==> config.mk <==
export PLATFORM = sky130hd
export DESIGN_NAME = flappy_pic
export DESIGN_NICKNAME = d
export VERILOG_FILES = /design/src/source/flappy_pkg.sv /design/src/source/flappy_pic.sv /design/src/source/pixel_compose.sv /design/src/source/layer_hit.sv /design/src/source/game_ctrl.sv /design/src/source/pipe_track.sv /design/src/source/bird_physics.sv
export VERILOG_INCLUDE_DIRS = /design/src /design/src/source
export SDC_FILE = /design/constraint.sdc
export NUM_CORES = 1
export LEC_CHECK = 0
export BUFFER_PORTS_ARGS = -buffer_cell sky130_fd_sc_hd__buf_2
export CAP_MARGIN = 25
export CORE_ASPECT_RATIO = 0.75
export CORE_MARGIN = 4
export CORE_UTILIZATION = 58
export DETAILED_ROUTE_END_ITERATION = 16
export MAX_ROUTING_LAYER = met4
export PLACE_DENSITY = 0.86
export SYNTH_ARGS = -nofsm -noshare
export SYNTH_HDL_FRONTEND = slang
export SYNTH_SLANG_ARGS = --single-unit
==> constraint.sdc <==
create_clock -name vga_clk -period 7.2 [get_ports vga_clk]
set_clock_uncertainty 0.1 [all_clocks]
set_input_delay 0.72 -clock vga_clk [delete_from_list [all_inputs] [get_ports vga_clk]]
set_output_delay 0.72 -clock vga_clk [all_outputs]
set_load 0.02 [all_outputs]
==> src/source/flappy_params.svh <==
`default_nettype none

`ifndef FLAPPY_PARAMS_SVH
`define FLAPPY_PARAMS_SVH

// active area, the frame ends on its last pixel
`define FLAP_H_VALID        10'd640
`define FLAP_V_VALID        10'd480

`define FLAP_BG_X0          10'd176     // left edge of play field
`define FLAP_BG_W           10'd288

// ground, first row of each band
`define FLAP_LAND_Y         10'd420
`define FLAP_BAND2_Y        10'd422
`define FLAP_LAND_BODY_Y    10'd424
`define FLAP_BAND3_Y        10'd438
`define FLAP_BAND4_Y        10'd440
`define FLAP_BAND5_Y        10'd442     // down to the bottom of the screen

`define FLAP_BIRD_W         10'd34
`define FLAP_BIRD_H         10'd27
`define FLAP_BIRD_X0        10'd303
`define FLAP_BIRD_START     10'd226     // height above screen bottom
`define FLAP_GROUND_HIT     10'd60

`define FLAP_PIPE_X0        10'd464     // left edge at offset 0
`define FLAP_HEAD_W         10'd52
`define FLAP_HEAD_H         10'd24
`define FLAP_BODY_INSET     10'd2
`define FLAP_BODY_W         10'd48
`define FLAP_PIPE_GAP       10'd110
`define FLAP_PIPE_WRAP      10'd340     // field width plus head width
`define FLAP_PIPE_MID       10'd170
`define FLAP_PIPE0_GAP      10'd150
`define FLAP_GAP_BASE       10'd40
`define FLAP_LFSR_SEED      8'hA5

`define FLAP_COL_SKY        16'h4E19
`define FLAP_COL_BAND1      16'h51C8
`define FLAP_COL_BAND2      16'hE7F1
`define FLAP_COL_LAND       16'hDED2
`define FLAP_COL_BAND3      16'h5404
`define FLAP_COL_BAND4      16'hD549
`define FLAP_COL_BAND5      16'hDED2
`define FLAP_COL_PIPE       16'h07E0
`define FLAP_COL_BIRD       16'hFFE0
`define FLAP_COL_BLACK      16'h0000

// grey-out after game over, per channel
`define FLAP_DIM_B          30
`define FLAP_DIM_G          39
`define FLAP_DIM_R          11
`define FLAP_DIM_DIV        100

`endif

`default_nettype wire
==> src/source/flappy_pkg.sv <==
`default_nettype none

package flappy_pkg;

    typedef logic [9:0]  coord_t;       // pixel coordinate or pipe offset
    typedef logic [15:0] rgb565_t;
    typedef logic [9:0]  height_t;      // bird height above screen bottom
    typedef logic [4:0]  speed_t;
    typedef logic [19:0] score_t;

    // listed from highest to lowest drawing priority
    typedef enum logic [3:0] {
        layer_black,
        layer_pipe,
        layer_bird,
        layer_band1,
        layer_band2,
        layer_land,
        layer_band3,
        layer_band4,
        layer_band5,
        layer_sky
    } layer_t;

endpackage

`default_nettype wire

==> src/source/flappy_pic.sv <==
`timescale 1ns/1ns
`include "flappy_params.svh"
`default_nettype none

module flappy_pic (
    input  wire                      vga_clk,
    input  wire                      sys_rst_n,
    input  wire flappy_pkg::coord_t  pix_x,
    input  wire flappy_pkg::coord_t  pix_y,
    input  wire                      bird_ctrl,
    output wire flappy_pkg::rgb565_t pix_data,
    output wire                      game_over,
    output wire flappy_pkg::score_t  score
);
    import flappy_pkg::*;

    wire          frame_end;
    wire          run;
    wire coord_t  new_gap;
    wire height_t bird_y;
    wire coord_t  pipe0_offset;
    wire coord_t  pipe1_offset;
    wire coord_t  pipe0_gap;
    wire coord_t  pipe1_gap;
    wire          pipe1_launch;
    wire layer_t  layer;
    wire          dim;

    // second pipe trails the first by half a lap
    assign pipe1_launch = (pipe0_offset == `FLAP_PIPE_MID);

    game_ctrl game_ctrl_i (
        .vga_clk      (vga_clk),
        .sys_rst_n    (sys_rst_n),
        .pix_x        (pix_x),
        .pix_y        (pix_y),
        .bird_ctrl    (bird_ctrl),
        .bird_y       (bird_y),
        .pipe0_offset (pipe0_offset),
        .pipe1_offset (pipe1_offset),
        .pipe0_gap    (pipe0_gap),
        .pipe1_gap    (pipe1_gap),
        .frame_end    (frame_end),
        .run          (run),
        .game_over    (game_over),
        .new_gap      (new_gap),
        .score        (score)
    );

    bird_physics bird_i (
        .vga_clk   (vga_clk),
        .sys_rst_n (sys_rst_n),
        .frame_end (frame_end),
        .run       (run),
        .game_over (game_over),
        .bird_ctrl (bird_ctrl),
        .bird_y    (bird_y)
    );

    pipe_track #(.reset_gap(`FLAP_PIPE0_GAP)) pipe0_i (
        .vga_clk   (vga_clk),
        .sys_rst_n (sys_rst_n),
        .frame_end (frame_end),
        .run       (run),
        .launch    (1'b1),          // first pipe moves as soon as the game runs
        .new_gap   (new_gap),
        .offset    (pipe0_offset),
        .gap_top   (pipe0_gap)
    );

    pipe_track #(.reset_gap(coord_t'(`FLAP_LFSR_SEED))) pipe1_i (
        .vga_clk   (vga_clk),
        .sys_rst_n (sys_rst_n),
        .frame_end (frame_end),
        .run       (run),
        .launch    (pipe1_launch),
        .new_gap   (new_gap),
        .offset    (pipe1_offset),
        .gap_top   (pipe1_gap)
    );

    layer_hit layer_hit_i (
        .vga_clk      (vga_clk),
        .sys_rst_n    (sys_rst_n),
        .pix_x        (pix_x),
        .pix_y        (pix_y),
        .bird_y       (bird_y),
        .pipe0_offset (pipe0_offset),
        .pipe1_offset (pipe1_offset),
        .pipe0_gap    (pipe0_gap),
        .pipe1_gap    (pipe1_gap),
        .game_over    (game_over),
        .layer        (layer),
        .dim          (dim)
    );

    pixel_compose pixel_compose_i (
        .vga_clk   (vga_clk),
        .sys_rst_n (sys_rst_n),
        .layer     (layer),
        .dim       (dim),
        .pix_data  (pix_data)
    );

endmodule

`default_nettype wire

==> src/source/pixel_compose.sv <==
`timescale 1ns/1ns
`include "flappy_params.svh"
`default_nettype none

module pixel_compose (
    input  wire                     vga_clk,
    input  wire                     sys_rst_n,
    input  wire flappy_pkg::layer_t layer,
    input  wire                     dim,
    output flappy_pkg::rgb565_t     pix_data
);
    import flappy_pkg::*;

    rgb565_t colour;
    rgb565_t colour_dim;

    always_comb begin
        case (layer)
            layer_pipe:  colour = `FLAP_COL_PIPE;
            layer_bird:  colour = `FLAP_COL_BIRD;
            layer_band1: colour = `FLAP_COL_BAND1;
            layer_band2: colour = `FLAP_COL_BAND2;
            layer_land:  colour = `FLAP_COL_LAND;
            layer_band3: colour = `FLAP_COL_BAND3;
            layer_band4: colour = `FLAP_COL_BAND4;
            layer_band5: colour = `FLAP_COL_BAND5;
            layer_sky:   colour = `FLAP_COL_SKY;
            default:     colour = `FLAP_COL_BLACK;    // outside play field
        endcase
    end

    // scale each channel separately, result truncates
    assign colour_dim[4:0]   = 5'(colour[4:0] * `FLAP_DIM_B / `FLAP_DIM_DIV);
    assign colour_dim[10:5]  = 6'(colour[10:5] * `FLAP_DIM_G / `FLAP_DIM_DIV);
    assign colour_dim[15:11] = 5'(colour[15:11] * `FLAP_DIM_R / `FLAP_DIM_DIV);

    always_ff @(posedge vga_clk or negedge sys_rst_n) begin
        if (!sys_rst_n) begin
            pix_data <= '0;
        end else begin
            pix_data <= dim ? colour_dim : colour;
        end
    end

endmodule

`default_nettype wire

==> src/source/layer_hit.sv <==
`timescale 1ns/1ns
`include "flappy_params.svh"
`default_nettype none

module layer_hit (
    input  wire                      vga_clk,
    input  wire                      sys_rst_n,
    input  wire flappy_pkg::coord_t  pix_x,
    input  wire flappy_pkg::coord_t  pix_y,
    input  wire flappy_pkg::height_t bird_y,
    input  wire flappy_pkg::coord_t  pipe0_offset,
    input  wire flappy_pkg::coord_t  pipe1_offset,
    input  wire flappy_pkg::coord_t  pipe0_gap,
    input  wire flappy_pkg::coord_t  pipe1_gap,
    input  wire                      game_over,
    output flappy_pkg::layer_t       layer,
    output logic                     dim
);
    import flappy_pkg::*;

    logic        in_black;
    logic        in_pipe;
    logic        in_bird;
    logic [10:0] bird_row;      // pixel row plus bird height
    layer_t      layer_next;

    // heads and bodies of one pipe, columns compared in offset 0 frame
    function automatic logic pipe_cover(
        input coord_t x,
        input coord_t y,
        input coord_t off,
        input coord_t gap
    );
        logic [10:0] xo;
        logic [10:0] low_head;  // first row of lower head
        logic        head_row;
        logic        body_row;
        xo       = 11'(x) + 11'(off);
        low_head = 11'(gap) + `FLAP_HEAD_H + `FLAP_PIPE_GAP;
        head_row = ((y >= gap) && (11'(y) < 11'(gap) + `FLAP_HEAD_H)) ||
                   ((11'(y) >= low_head) && (11'(y) < low_head + `FLAP_HEAD_H));
        body_row = (y < gap) || ((11'(y) >= low_head + `FLAP_HEAD_H) && (y < `FLAP_LAND_Y));
        return ((xo >= 11'(`FLAP_PIPE_X0)) && (xo < 11'(`FLAP_PIPE_X0 + `FLAP_HEAD_W)) &&
                head_row) ||
               ((xo >= 11'(`FLAP_PIPE_X0 + `FLAP_BODY_INSET)) &&
                (xo < 11'(`FLAP_PIPE_X0 + `FLAP_BODY_INSET + `FLAP_BODY_W)) && body_row);
    endfunction

    assign bird_row = 11'(pix_y) + 11'(bird_y);
    assign in_black = (pix_x < `FLAP_BG_X0) || (pix_x >= `FLAP_BG_X0 + `FLAP_BG_W);
    assign in_pipe  = pipe_cover(pix_x, pix_y, pipe0_offset, pipe0_gap) ||
                      pipe_cover(pix_x, pix_y, pipe1_offset, pipe1_gap);
    assign in_bird  = (pix_x >= `FLAP_BIRD_X0) && (pix_x < `FLAP_BIRD_X0 + `FLAP_BIRD_W) &&
                      (bird_row >= `FLAP_V_VALID - `FLAP_BIRD_H) && (bird_row < `FLAP_V_VALID);

    always_comb begin
        if (in_black) begin
            layer_next = layer_black;
        end else if (in_pipe) begin
            layer_next = layer_pipe;
        end else if (in_bird) begin
            layer_next = layer_bird;
        end else if (pix_y >= `FLAP_BAND5_Y) begin
            layer_next = layer_band5;
        end else if (pix_y >= `FLAP_BAND4_Y) begin
            layer_next = layer_band4;
        end else if (pix_y >= `FLAP_BAND3_Y) begin
            layer_next = layer_band3;
        end else if (pix_y >= `FLAP_LAND_BODY_Y) begin
            layer_next = layer_land;
        end else if (pix_y >= `FLAP_BAND2_Y) begin
            layer_next = layer_band2;
        end else if (pix_y >= `FLAP_LAND_Y) begin
            layer_next = layer_band1;
        end else begin
            layer_next = layer_sky;
        end
    end

    always_ff @(posedge vga_clk or negedge sys_rst_n) begin
        if (!sys_rst_n) begin
            layer <= layer_black;
            dim   <= 1'b0;
        end else begin
            layer <= layer_next;
            dim   <= game_over;     // keeps the grey-out aligned with the pixel
        end
    end

endmodule

`default_nettype wire

==> src/source/game_ctrl.sv <==
`timescale 1ns/1ns
`include "flappy_params.svh"
`default_nettype none

module game_ctrl (
    input  wire                     vga_clk,
    input  wire                     sys_rst_n,
    input  wire flappy_pkg::coord_t pix_x,
    input  wire flappy_pkg::coord_t pix_y,
    input  wire                     bird_ctrl,
    input  wire flappy_pkg::height_t bird_y,
    input  wire flappy_pkg::coord_t pipe0_offset,
    input  wire flappy_pkg::coord_t pipe1_offset,
    input  wire flappy_pkg::coord_t pipe0_gap,
    input  wire flappy_pkg::coord_t pipe1_gap,
    output logic                    frame_end,
    output logic                    run,
    output logic                    game_over,
    output flappy_pkg::coord_t      new_gap,
    output flappy_pkg::score_t      score
);

    localparam logic [10:0] bird_right = 11'(`FLAP_BIRD_X0 + `FLAP_BIRD_W);

    logic       started;
    logic [7:0] lfsr;
    logic       hit;

    // bird right edge inside the body columns and outside the gap rows
    function automatic logic pipe_hit(
        input logic [9:0] off,
        input logic [9:0] gap,
        input logic [9:0] by
    );
        logic [10:0] right_x;
        logic [11:0] y_gap;
        logic        in_body;
        right_x = bird_right + 11'(off);    // shifted into offset 0 frame
        y_gap   = 12'(by) + 12'(gap);
        in_body = (right_x >= 11'(`FLAP_PIPE_X0 + `FLAP_BODY_INSET)) &&
                  (right_x < 11'(`FLAP_PIPE_X0 + `FLAP_BODY_INSET + `FLAP_BODY_W));
        return in_body &&
               ((y_gap + `FLAP_HEAD_H >= `FLAP_V_VALID - `FLAP_BIRD_H) ||
                (y_gap + `FLAP_HEAD_H + `FLAP_PIPE_GAP + `FLAP_HEAD_H <= `FLAP_V_VALID));
    endfunction

    assign frame_end = (pix_x == `FLAP_H_VALID - 1'b1) && (pix_y == `FLAP_V_VALID - 1'b1);
    assign run       = started && !game_over;
    assign new_gap   = `FLAP_GAP_BASE + {3'b000, lfsr[6:0]};

    assign hit = (bird_y <= `FLAP_GROUND_HIT) ||
                 (bird_y >= `FLAP_V_VALID - `FLAP_BIRD_H) ||     // top row off screen
                 pipe_hit(pipe0_offset, pipe0_gap, bird_y) ||
                 pipe_hit(pipe1_offset, pipe1_gap, bird_y);

    always_ff @(posedge vga_clk or negedge sys_rst_n) begin
        if (!sys_rst_n) begin
            started   <= 1'b0;
            game_over <= 1'b0;
        end else begin
            if (!bird_ctrl) begin
                started <= 1'b1;        // first press starts the game
            end
            if (hit) begin
                game_over <= 1'b1;      // sticky until reset
            end
        end
    end

    always_ff @(posedge vga_clk or negedge sys_rst_n) begin
        if (!sys_rst_n) begin
            lfsr  <= `FLAP_LFSR_SEED;
            score <= '0;
        end else if (frame_end) begin
            lfsr <= {lfsr[6:0], lfsr[7] ^ lfsr[5] ^ lfsr[4] ^ lfsr[3]};
            if (!game_over &&
                ((pipe0_offset == `FLAP_PIPE_MID) || (pipe1_offset == `FLAP_PIPE_MID))) begin
                score <= score + 1'b1;
            end
        end
    end

endmodule

`default_nettype wire

==> src/source/pipe_track.sv <==
`timescale 1ns/1ns
`include "flappy_params.svh"
`default_nettype none

module pipe_track #(
    parameter flappy_pkg::coord_t reset_gap = `FLAP_PIPE0_GAP
) (
    input  wire                 vga_clk,
    input  wire                 sys_rst_n,
    input  wire                 frame_end,
    input  wire                 run,
    input  wire                 launch,
    input  wire flappy_pkg::coord_t new_gap,
    output flappy_pkg::coord_t  offset,
    output flappy_pkg::coord_t  gap_top
);

    logic launched;     // launch seen at an earlier frame end
    logic moving;

    assign moving = run && (launch || launched);

    always_ff @(posedge vga_clk or negedge sys_rst_n) begin
        if (!sys_rst_n) begin
            launched <= 1'b0;
        end else if (frame_end && launch) begin
            launched <= 1'b1;
        end
    end

    // scroll left one column per frame, wrap to the right edge with a fresh gap
    always_ff @(posedge vga_clk or negedge sys_rst_n) begin
        if (!sys_rst_n) begin
            offset  <= '0;
            gap_top <= reset_gap;
        end else if (frame_end && moving) begin
            if (offset >= `FLAP_PIPE_WRAP) begin
                offset  <= '0;
                gap_top <= new_gap;
            end else begin
                offset  <= offset + 1'b1;
            end
        end
    end

endmodule

`default_nettype wire

==> src/source/bird_physics.sv <==
`timescale 1ns/1ns
`include "flappy_params.svh"
`default_nettype none

module bird_physics (
    input  wire                 vga_clk,
    input  wire                 sys_rst_n,
    input  wire                 frame_end,
    input  wire                 run,
    input  wire                 game_over,
    input  wire                 bird_ctrl,
    output flappy_pkg::height_t bird_y
);
    import flappy_pkg::*;

    logic       flap_active;    // climbing phase in progress
    logic [4:0] phase_cnt;      // frames into climb, or into fall step
    speed_t     speed;

    // button press starts a climb, ends once speed has run down to 0
    always_ff @(posedge vga_clk or negedge sys_rst_n) begin
        if (!sys_rst_n) begin
            flap_active <= 1'b0;
        end else if (!bird_ctrl) begin
            flap_active <= 1'b1;
        end else if (speed == '0) begin
            flap_active <= 1'b0;
        end
    end

    always_ff @(posedge vga_clk or negedge sys_rst_n) begin
        if (!sys_rst_n) begin
            phase_cnt <= '0;
            speed     <= '0;
            bird_y    <= `FLAP_BIRD_START;
        end else if (frame_end) begin
            if (game_over) begin
                speed <= '0;                            // bird stays where it hit
            end else if (run && flap_active) begin
                bird_y <= bird_y + height_t'(speed);    // rise by old speed
                if (phase_cnt < 5'd5) begin
                    speed <= 5'd6;
                end else if (phase_cnt < 5'd10) begin
                    speed <= 5'd4;
                end else if (phase_cnt < 5'd15) begin
                    speed <= 5'd2;
                end else if (phase_cnt < 5'd20) begin
                    speed <= 5'd1;
                end else begin
                    speed <= '0;                        // climb finished
                end
                if (phase_cnt >= 5'd20) begin
                    phase_cnt <= '0;
                end else begin
                    phase_cnt <= phase_cnt + 1'b1;
                end
            end else if (run) begin
                bird_y <= bird_y - height_t'(speed);    // gravity
                if (phase_cnt >= 5'd3) begin
                    speed     <= speed + 1'b1;          // speeds up every 4th frame
                    phase_cnt <= '0;
                end else begin
                    phase_cnt <= phase_cnt + 1'b1;
                end
            end
        end
    end

endmodule

`default_nettype wire

Word level (Yosys, flattened, before mapping):

Memory sizes are Yosys's and may differ from the RTL's.
Index checks and enable logic that the tools add are counted.

* register bits: 113
* latch bits: 0
* RAM bits: 0
* memory bits (read-only): 256
* input bits: 23
* output and inout bits: 37
* logic and storage cells: 192
* memories kept: 1

Memories
* (no name shown): depth 16, bits a word 16, read ports 1, clocked after memory_dff 0, write ports 0, RTL line pixel_compose.sv:18 `case (layer)`

* add/sub/neg operators: 27
* multipliers: 3
* div/mod/pow operators: 3
* magnitude comparators: 51
* equality and inequality tests: 5
* shift operators: 0
* muxes and demuxes: 28
* bitwise operators: 4
* reduce and logical (&&, ||, !) cells: 54

Operators with widths (number)
* >= comparator 10 x 9 -> 1 bit, second input constant: 11
* >= comparator 11 x 9 -> 1 bit, second input constant: 7
* < comparator 11 x 10 -> 1 bit, second input constant: 6
* adder 10 x 10 -> 11 bit: 5
* 2-to-1 mux 5 bit: 11
* adder 12 x 5 -> 12 bit, second input constant: 4
* >= comparator 10 x 11 -> 1 bit: 4
* < comparator 10 x 11 -> 1 bit: 4
* 2-to-1 mux 10 bit: 4
* 2-to-1 mux 4 bit: 9
* divider 10 x 7 -> 32 bit, second input constant: 1
* divider 12 x 7 -> 32 bit, second input constant: 1
* divider 9 x 7 -> 32 bit, second input constant: 1
* logical AND 1 bit: 29
* adder 12 x 7 -> 12 bit, second input constant: 2
* >= comparator 12 x 9 -> 1 bit, second input constant: 2
* less-or-equal comparator 12 x 9 -> 1 bit, second input constant: 2
* adder 10 x 5 -> 11 bit, second input constant: 2
* adder 11 x 5 -> 11 bit, second input constant: 2
* adder 11 x 7 -> 11 bit, second input constant: 2
* adder 9 x 10 -> 11 bit, first input constant: 2
* adder 10 x 1 -> 10 bit, second input constant: 2
* adder 20 x 1 -> 20 bit, second input constant: 1
* equality test 10 x 8 -> 1 bit, second input constant: 2
* other kinds (31): 59

Logic depth before layout (Yosys ltp):

* depth in word-level cells: 11
* gate-level depth with buffers: 29
* gate-level depth less buffers: 27

By module:

From an unflattened synthesis, not the netlist that was laid out.

* cells, all modules: 1875
* area total of the unflattened synthesis: 15616.2 um2

Modules (own cells, without submodules)
* layer_hit: instances 1, cells an instance 608, area an instance 4556.9 um2, seq. area each 125.1 um2
* pixel_compose: instances 1, cells an instance 551, area an instance 4331.7 um2, seq. area each 400.4 um2
* game_ctrl: instances 1, cells an instance 375, area an instance 3193.1 um2, seq. area each 755.7 um2
* pipe_track: instances 2, cells an instance 81, area an instance 987.2 um2, seq. area each 530.5 um2
* bird_physics: instances 1, cells an instance 175, area an instance 1521.5 um2, seq. area each 530.5 um2
* flappy_pic: instances 1, cells an instance 4, area an instance 38.8 um2, seq. area each 0.0 um2

Worst setup path after synthesis:

OpenSTA, ideal clock, no wires.

* path kind: register to register
* start point: reg layer_hit_i.layer[1]
* end point: reg pixel_compose_i.pix_data[5]
* setup time: 0.129 ns
* data arrival time: 6.772 ns
* slack: 0.200 ns
* stages on the path, launching flop included: 27
* period minus slack after synthesis: 7.000 ns
* cells stage by stage: dfrtp_1 > inv_1 > ha_1 > a211oi_1 > fa_1 > ha_1 > fa_1 > ha_1 > a211oi_1 > or2b_1 > o221a_2 > or2_2 > o31a_1 > ha_1 > nand2b_1 > a211o_1 > nand2_1 > nor2_1 > o311a_4 > o21ai_2 > o21ai_2 > or2_1 > buf_2 > maj3_2 > a221oi_2 > o31a_1 > o31ai_2

* longest elaborated chain between the ends: 4

RTL lines
* from (decl): RTL line layer_hit.sv:16 `output flappy_pkg::layer_t layer,`
* from (signal assigned): RTL line layer_hit.sv:82 `layer <= layer_black;`
* from (signal assigned): RTL line layer_hit.sv:85 `layer <= layer_next;`
* memory read (16 x 16 bit) *
* multiplier 6 x 6 -> 12 bit (no line)
* divider 12 x 7 -> 32 bit (no line)
* 2-to-1 mux 16 bit *: RTL line pixel_compose.sv:41 `pix_data <= dim ? colour_dim : colour;`
* to (signal assigned): RTL line pixel_compose.sv:41
* to (decl): RTL line pixel_compose.sv:10 `output flappy_pkg::rgb565_t pix_data`

Mark *: on every way between the ends. The rest lies on a longest branch, timed or not.
A chain may end at the register's enable or synchronous reset.

Worst setup path in the final report:

* start point: reg layer_hit_i.layer[0]
* end point: reg pixel_compose_i.pix_data[5]

Same word-level chain as after synthesis.

==> reports/metrics.cfg <==
[detailed_routing]
met3_wirelength_um = 2510
wire_per_inst_um = 17.0
drc = 0
drtIter0Drc = 1235
vias_per_cell = 6.21
drt_wl_total_um = 36300
top_layer = met4
met1_length_um = 16900
vias = 13200
drt_first_pass_iters = 6
met2_length_um = 16400
ant_nets = 0

[clock_tree]
clk_pin_slew_ns = 0.08
cts.path.max_buffers = 2
htreeDepth = 3
clkLatencyLatePin_ns = 0.36
cts_buffers = 9
cts_tree = built
cts-root-buf = clkbuf_16
cts_sinks = 109

[sta]
worst_hold_slack_ns = 0.289
max_slew_margin = 0.383
slew_violations = 0
setup_viol = 0
setup_tns_ns = 0
period_minus_slack_ns = 7.00
fin_ws_ns = 0.202
hold_viol = 0
fin_crit_sh = 0.972
maxClockFrequency_ghz = 0.143
tightest_slew_ns = 0.925

[setup_path]
worstSetupEndpointType = flop
cp_data_required_time_ns = 7.34
rr_endpoint = pixel_compose_i.pix_data[5]$_DFF_PN0_
ff2ff_setup_slack_ns = 0.20
reg2reg_from = layer_hit_i.layer[0]$_DFF_PN0_
arrival_ns = 7.14
cp_top_family = compound AO/OA/AOI/OAI gates
worstSetupStartpointType = flop
slowest_stage = fa_1
crit_buf_inv = 2
crit_type = flop to flop
max_stage_delay_ns = 0.53
r2r_cells = 25
worst-path-max-fanout = 8

[die]
die_x_um = 188
initial_core_util = 0.589
dieArea_um2 = 26900
die_h_um = 143
coreArea_um2 = 24000
num_io_pins = 60
rows = 49

[finish]
diodes = 0
synthToLayoutAreaGrowth_pct = 8.27
fin_area_um2 = 15300
multiInputGateArea_um2 = 10800
layout_commonest_cell = ha_1
final_cell_mix = ha_1, nand2_1, inv_1, a21oi_1, o21ai_0
nFillCells = 1963
seq_area_um2 = 2750
layout-drive-gt1-share = 0.113
final_net_count = 2037

[worst_hold_path]
worstHoldPathType = input port to asynchronous set/reset pin

[global_route]
grt_usage = 0.270
grt_pass1_wl_um = 60000
grt_overflow_total = 0
grt_max_degree = 57
grt_pass1_vias = 12300
antenna_found_initial = 0

[synthesis]
ys_seq_area_frac = 0.195
ys_ff_latch = 109
syn_area_um2 = 14100
synthTopCellsByArea = ha_1, dfrtp_1, xnor2_1, a21oi_1, o21ai_0
yosysTopAreaCellShare = 0.175
synth_edf_count = 0
ys_async_sr_fraction = 1.00
synth_area_leader_cell = ha_1
netlist_instances = 1745
synth_cell_types = 102
synth-main-ff-cell = dfrtp_1
yosys_warnings = 0
syn_nets = 1988
avgSynthCellArea_um2 = 8.09

[place]
port_buffers = 59
pre_cts_ws_ns = -0.0363
gp_congestion = 0.967
placed_area_um2 = 14800
hpwl_um = 27900

[power]
p_sw_uw = 1630
powerDensity_nw_per_um2 = 224
pwr-share-seq = 0.190
p_int_uw = 1800
p_clk_frac = 0.141
p_leak_uw = 0.00709
p_total_uw = 3430
switching_share = 0.474
ir_worst_vdd_uv = 280
combPwrFrac = 0.669

[job]
drv_cap = 0

[status]
status = finished clean

## per-stage QoR
stage | instances | util
5_1_grt | 2130 | 0.638
4_1_cts | 2126 | 0.631
2_1_floorplan | 1745 | -
6_report | 2130 | 0.638
3_5_place_dp | 2110 | 0.617
3_3_place_gp | 2110 | 0.617
## repair_timing
action,4_1_cts,5_1_grt
buffers inserted,0,4
setup endpoints to repair,2,3
pin swaps,0,11
hold buffers,0,0
resized for setup,6,30
## cell type report
| class | count | area share |
|---|---|---|
| Inverter | 129 | 0.0317 |
| Sequential cell | 109 | 0.180 |
| Timing Repair Buffer | 89 | 0.0342 |
| Multi-Input combinational cell | 1456 | 0.709 |
| Clock buffer | 9 | 0.0147 |
| Clock inverter | 7 | 0.00385 |
| Tap cell | 331 | 0.0271 |
## power by group through the flow
| stage | clock [uW] | sequential (uW) | combinational, uW |
|---|---|---|---|
| 6_report | 485 | 651 | 2290 |
| 5_1_grt | 518 | 654 | 2500 |
| 4_1_cts | 490 | 651 | 2090 |
| 3_5_place_dp | 0 | 663 | 2050 |
| 3_3_place_gp | 0 | 663 | 2020 |
| 2_1_floorplan | 0 | 691 | 1550 |
## sequential cells by signal, indices dropped and copies added (netlist names), 4 cells and up
name                      flops
bird_i.phase_cnt              5
bird_i.speed                  5
layer_hit_i.layer             4
pipe0_i.offset               10
pixel_compose_i.pix_data     16
pipe0_i.gap_top               8
pipe1_i.offset               10
bird_i.bird_y                10
game_ctrl_i.score            20
pipe1_i.gap_top               8
game_ctrl_i.lfsr              8
## how the worst max path moves through the flow
| stage | from | endpoint | depth (start not counted) | slack, ns |
|---|---|---|---|---|
| after floorplan | layer_hit_i.layer[1]$_DFF_PN0_ | pixel_compose_i.pix_data[5]$_DFF_PN0_ | 26 | 0.20 |
| after global placement | layer_hit_i.layer[0]$_DFF_PN0_ | pixel_compose_i.pix_data[5]$_DFF_PN0_ | 24 | 0.19 |
| after detailed placement | layer_hit_i.layer[0]$_DFF_PN0_ | pixel_compose_i.pix_data[5]$_DFF_PN0_ | 24 | -0.04 |
| after CTS | layer_hit_i.layer[0]$_DFF_PN0_ | pixel_compose_i.pix_data[5]$_DFF_PN0_ | 26 | 0.03 |
| after global routing | layer_hit_i.layer[0]$_DFF_PN0_ | pixel_compose_i.pix_data[5]$_DFF_PN0_ | 27 | -0.05 |
| final | layer_hit_i.layer[0]$_DFF_PN0_ | pixel_compose_i.pix_data[5]$_DFF_PN0_ | 25 | 0.20 |
## cell usage after synthesis (7+ instances only)
library cell and count:
ha_1 198, nand2_1 155, inv_1 129, a21oi_1 128, o21ai_0 127, nor2_1 117, dfrtp_1 93, xnor2_1 86
nor3_1 49, a21o_1 44, nand3_1 43, xor2_1 42, clkbuf_1 40, o21bai_1 35, nand2b_1 31, nor2b_1 25
fa_1 22, and2_1 21, a31oi_1 18, nand4_1 17, nor4_1 17, a211oi_1 16, and3_1 16, dfstp_2 16
o21a_1 15, mux2i_1 12, o31ai_1 11, or3_1 11, o21ai_1 10, mux2_2 9, o211ai_1 9, or2_2 9
o22ai_1 8, nand3b_1 7, o31a_1 7
## worst reg2reg max path, stage by stage (launching register included)
cell      delay (ns)
dfrtp_1         0.40
inv_2           0.10
ha_2            0.32
o31ai_4         0.33
inv_2           0.12
fa_1            0.50
ha_1            0.21
fa_1            0.53
ha_2            0.33
and2_1          0.19
a21o_1          0.21
a211o_4         0.37
o31a_1          0.26
ha_1            0.27
nand2b_1        0.15
a211o_4         0.35
xnor2_2         0.22
a22o_1          0.25
a221oi_4        0.12
o21ai_4         0.28
o21ai_2         0.11
or2_4           0.29
maj3_2          0.32
a221oi_2        0.30
o31a_1          0.20
o31ai_2         0.06
## cells by family after synthesis
group,share of synthesized area
xor gates and xnor gates,0.0810
buffers and inverters,0.0505
DFF,0.195
adders and majority gates,0.211
muxes,0.0167
and+or+nand+nor,0.193
AOI/OAI and AO/OA,0.253
## metal layers
metal,up-vias,track usage
met3,55,0.0337
met2,473,0.424
met1,6272,0.380
li1,6435,-
met5,-,-
met4,0,0.0498
Note: power is estimated with default switching activity, not from simulation.
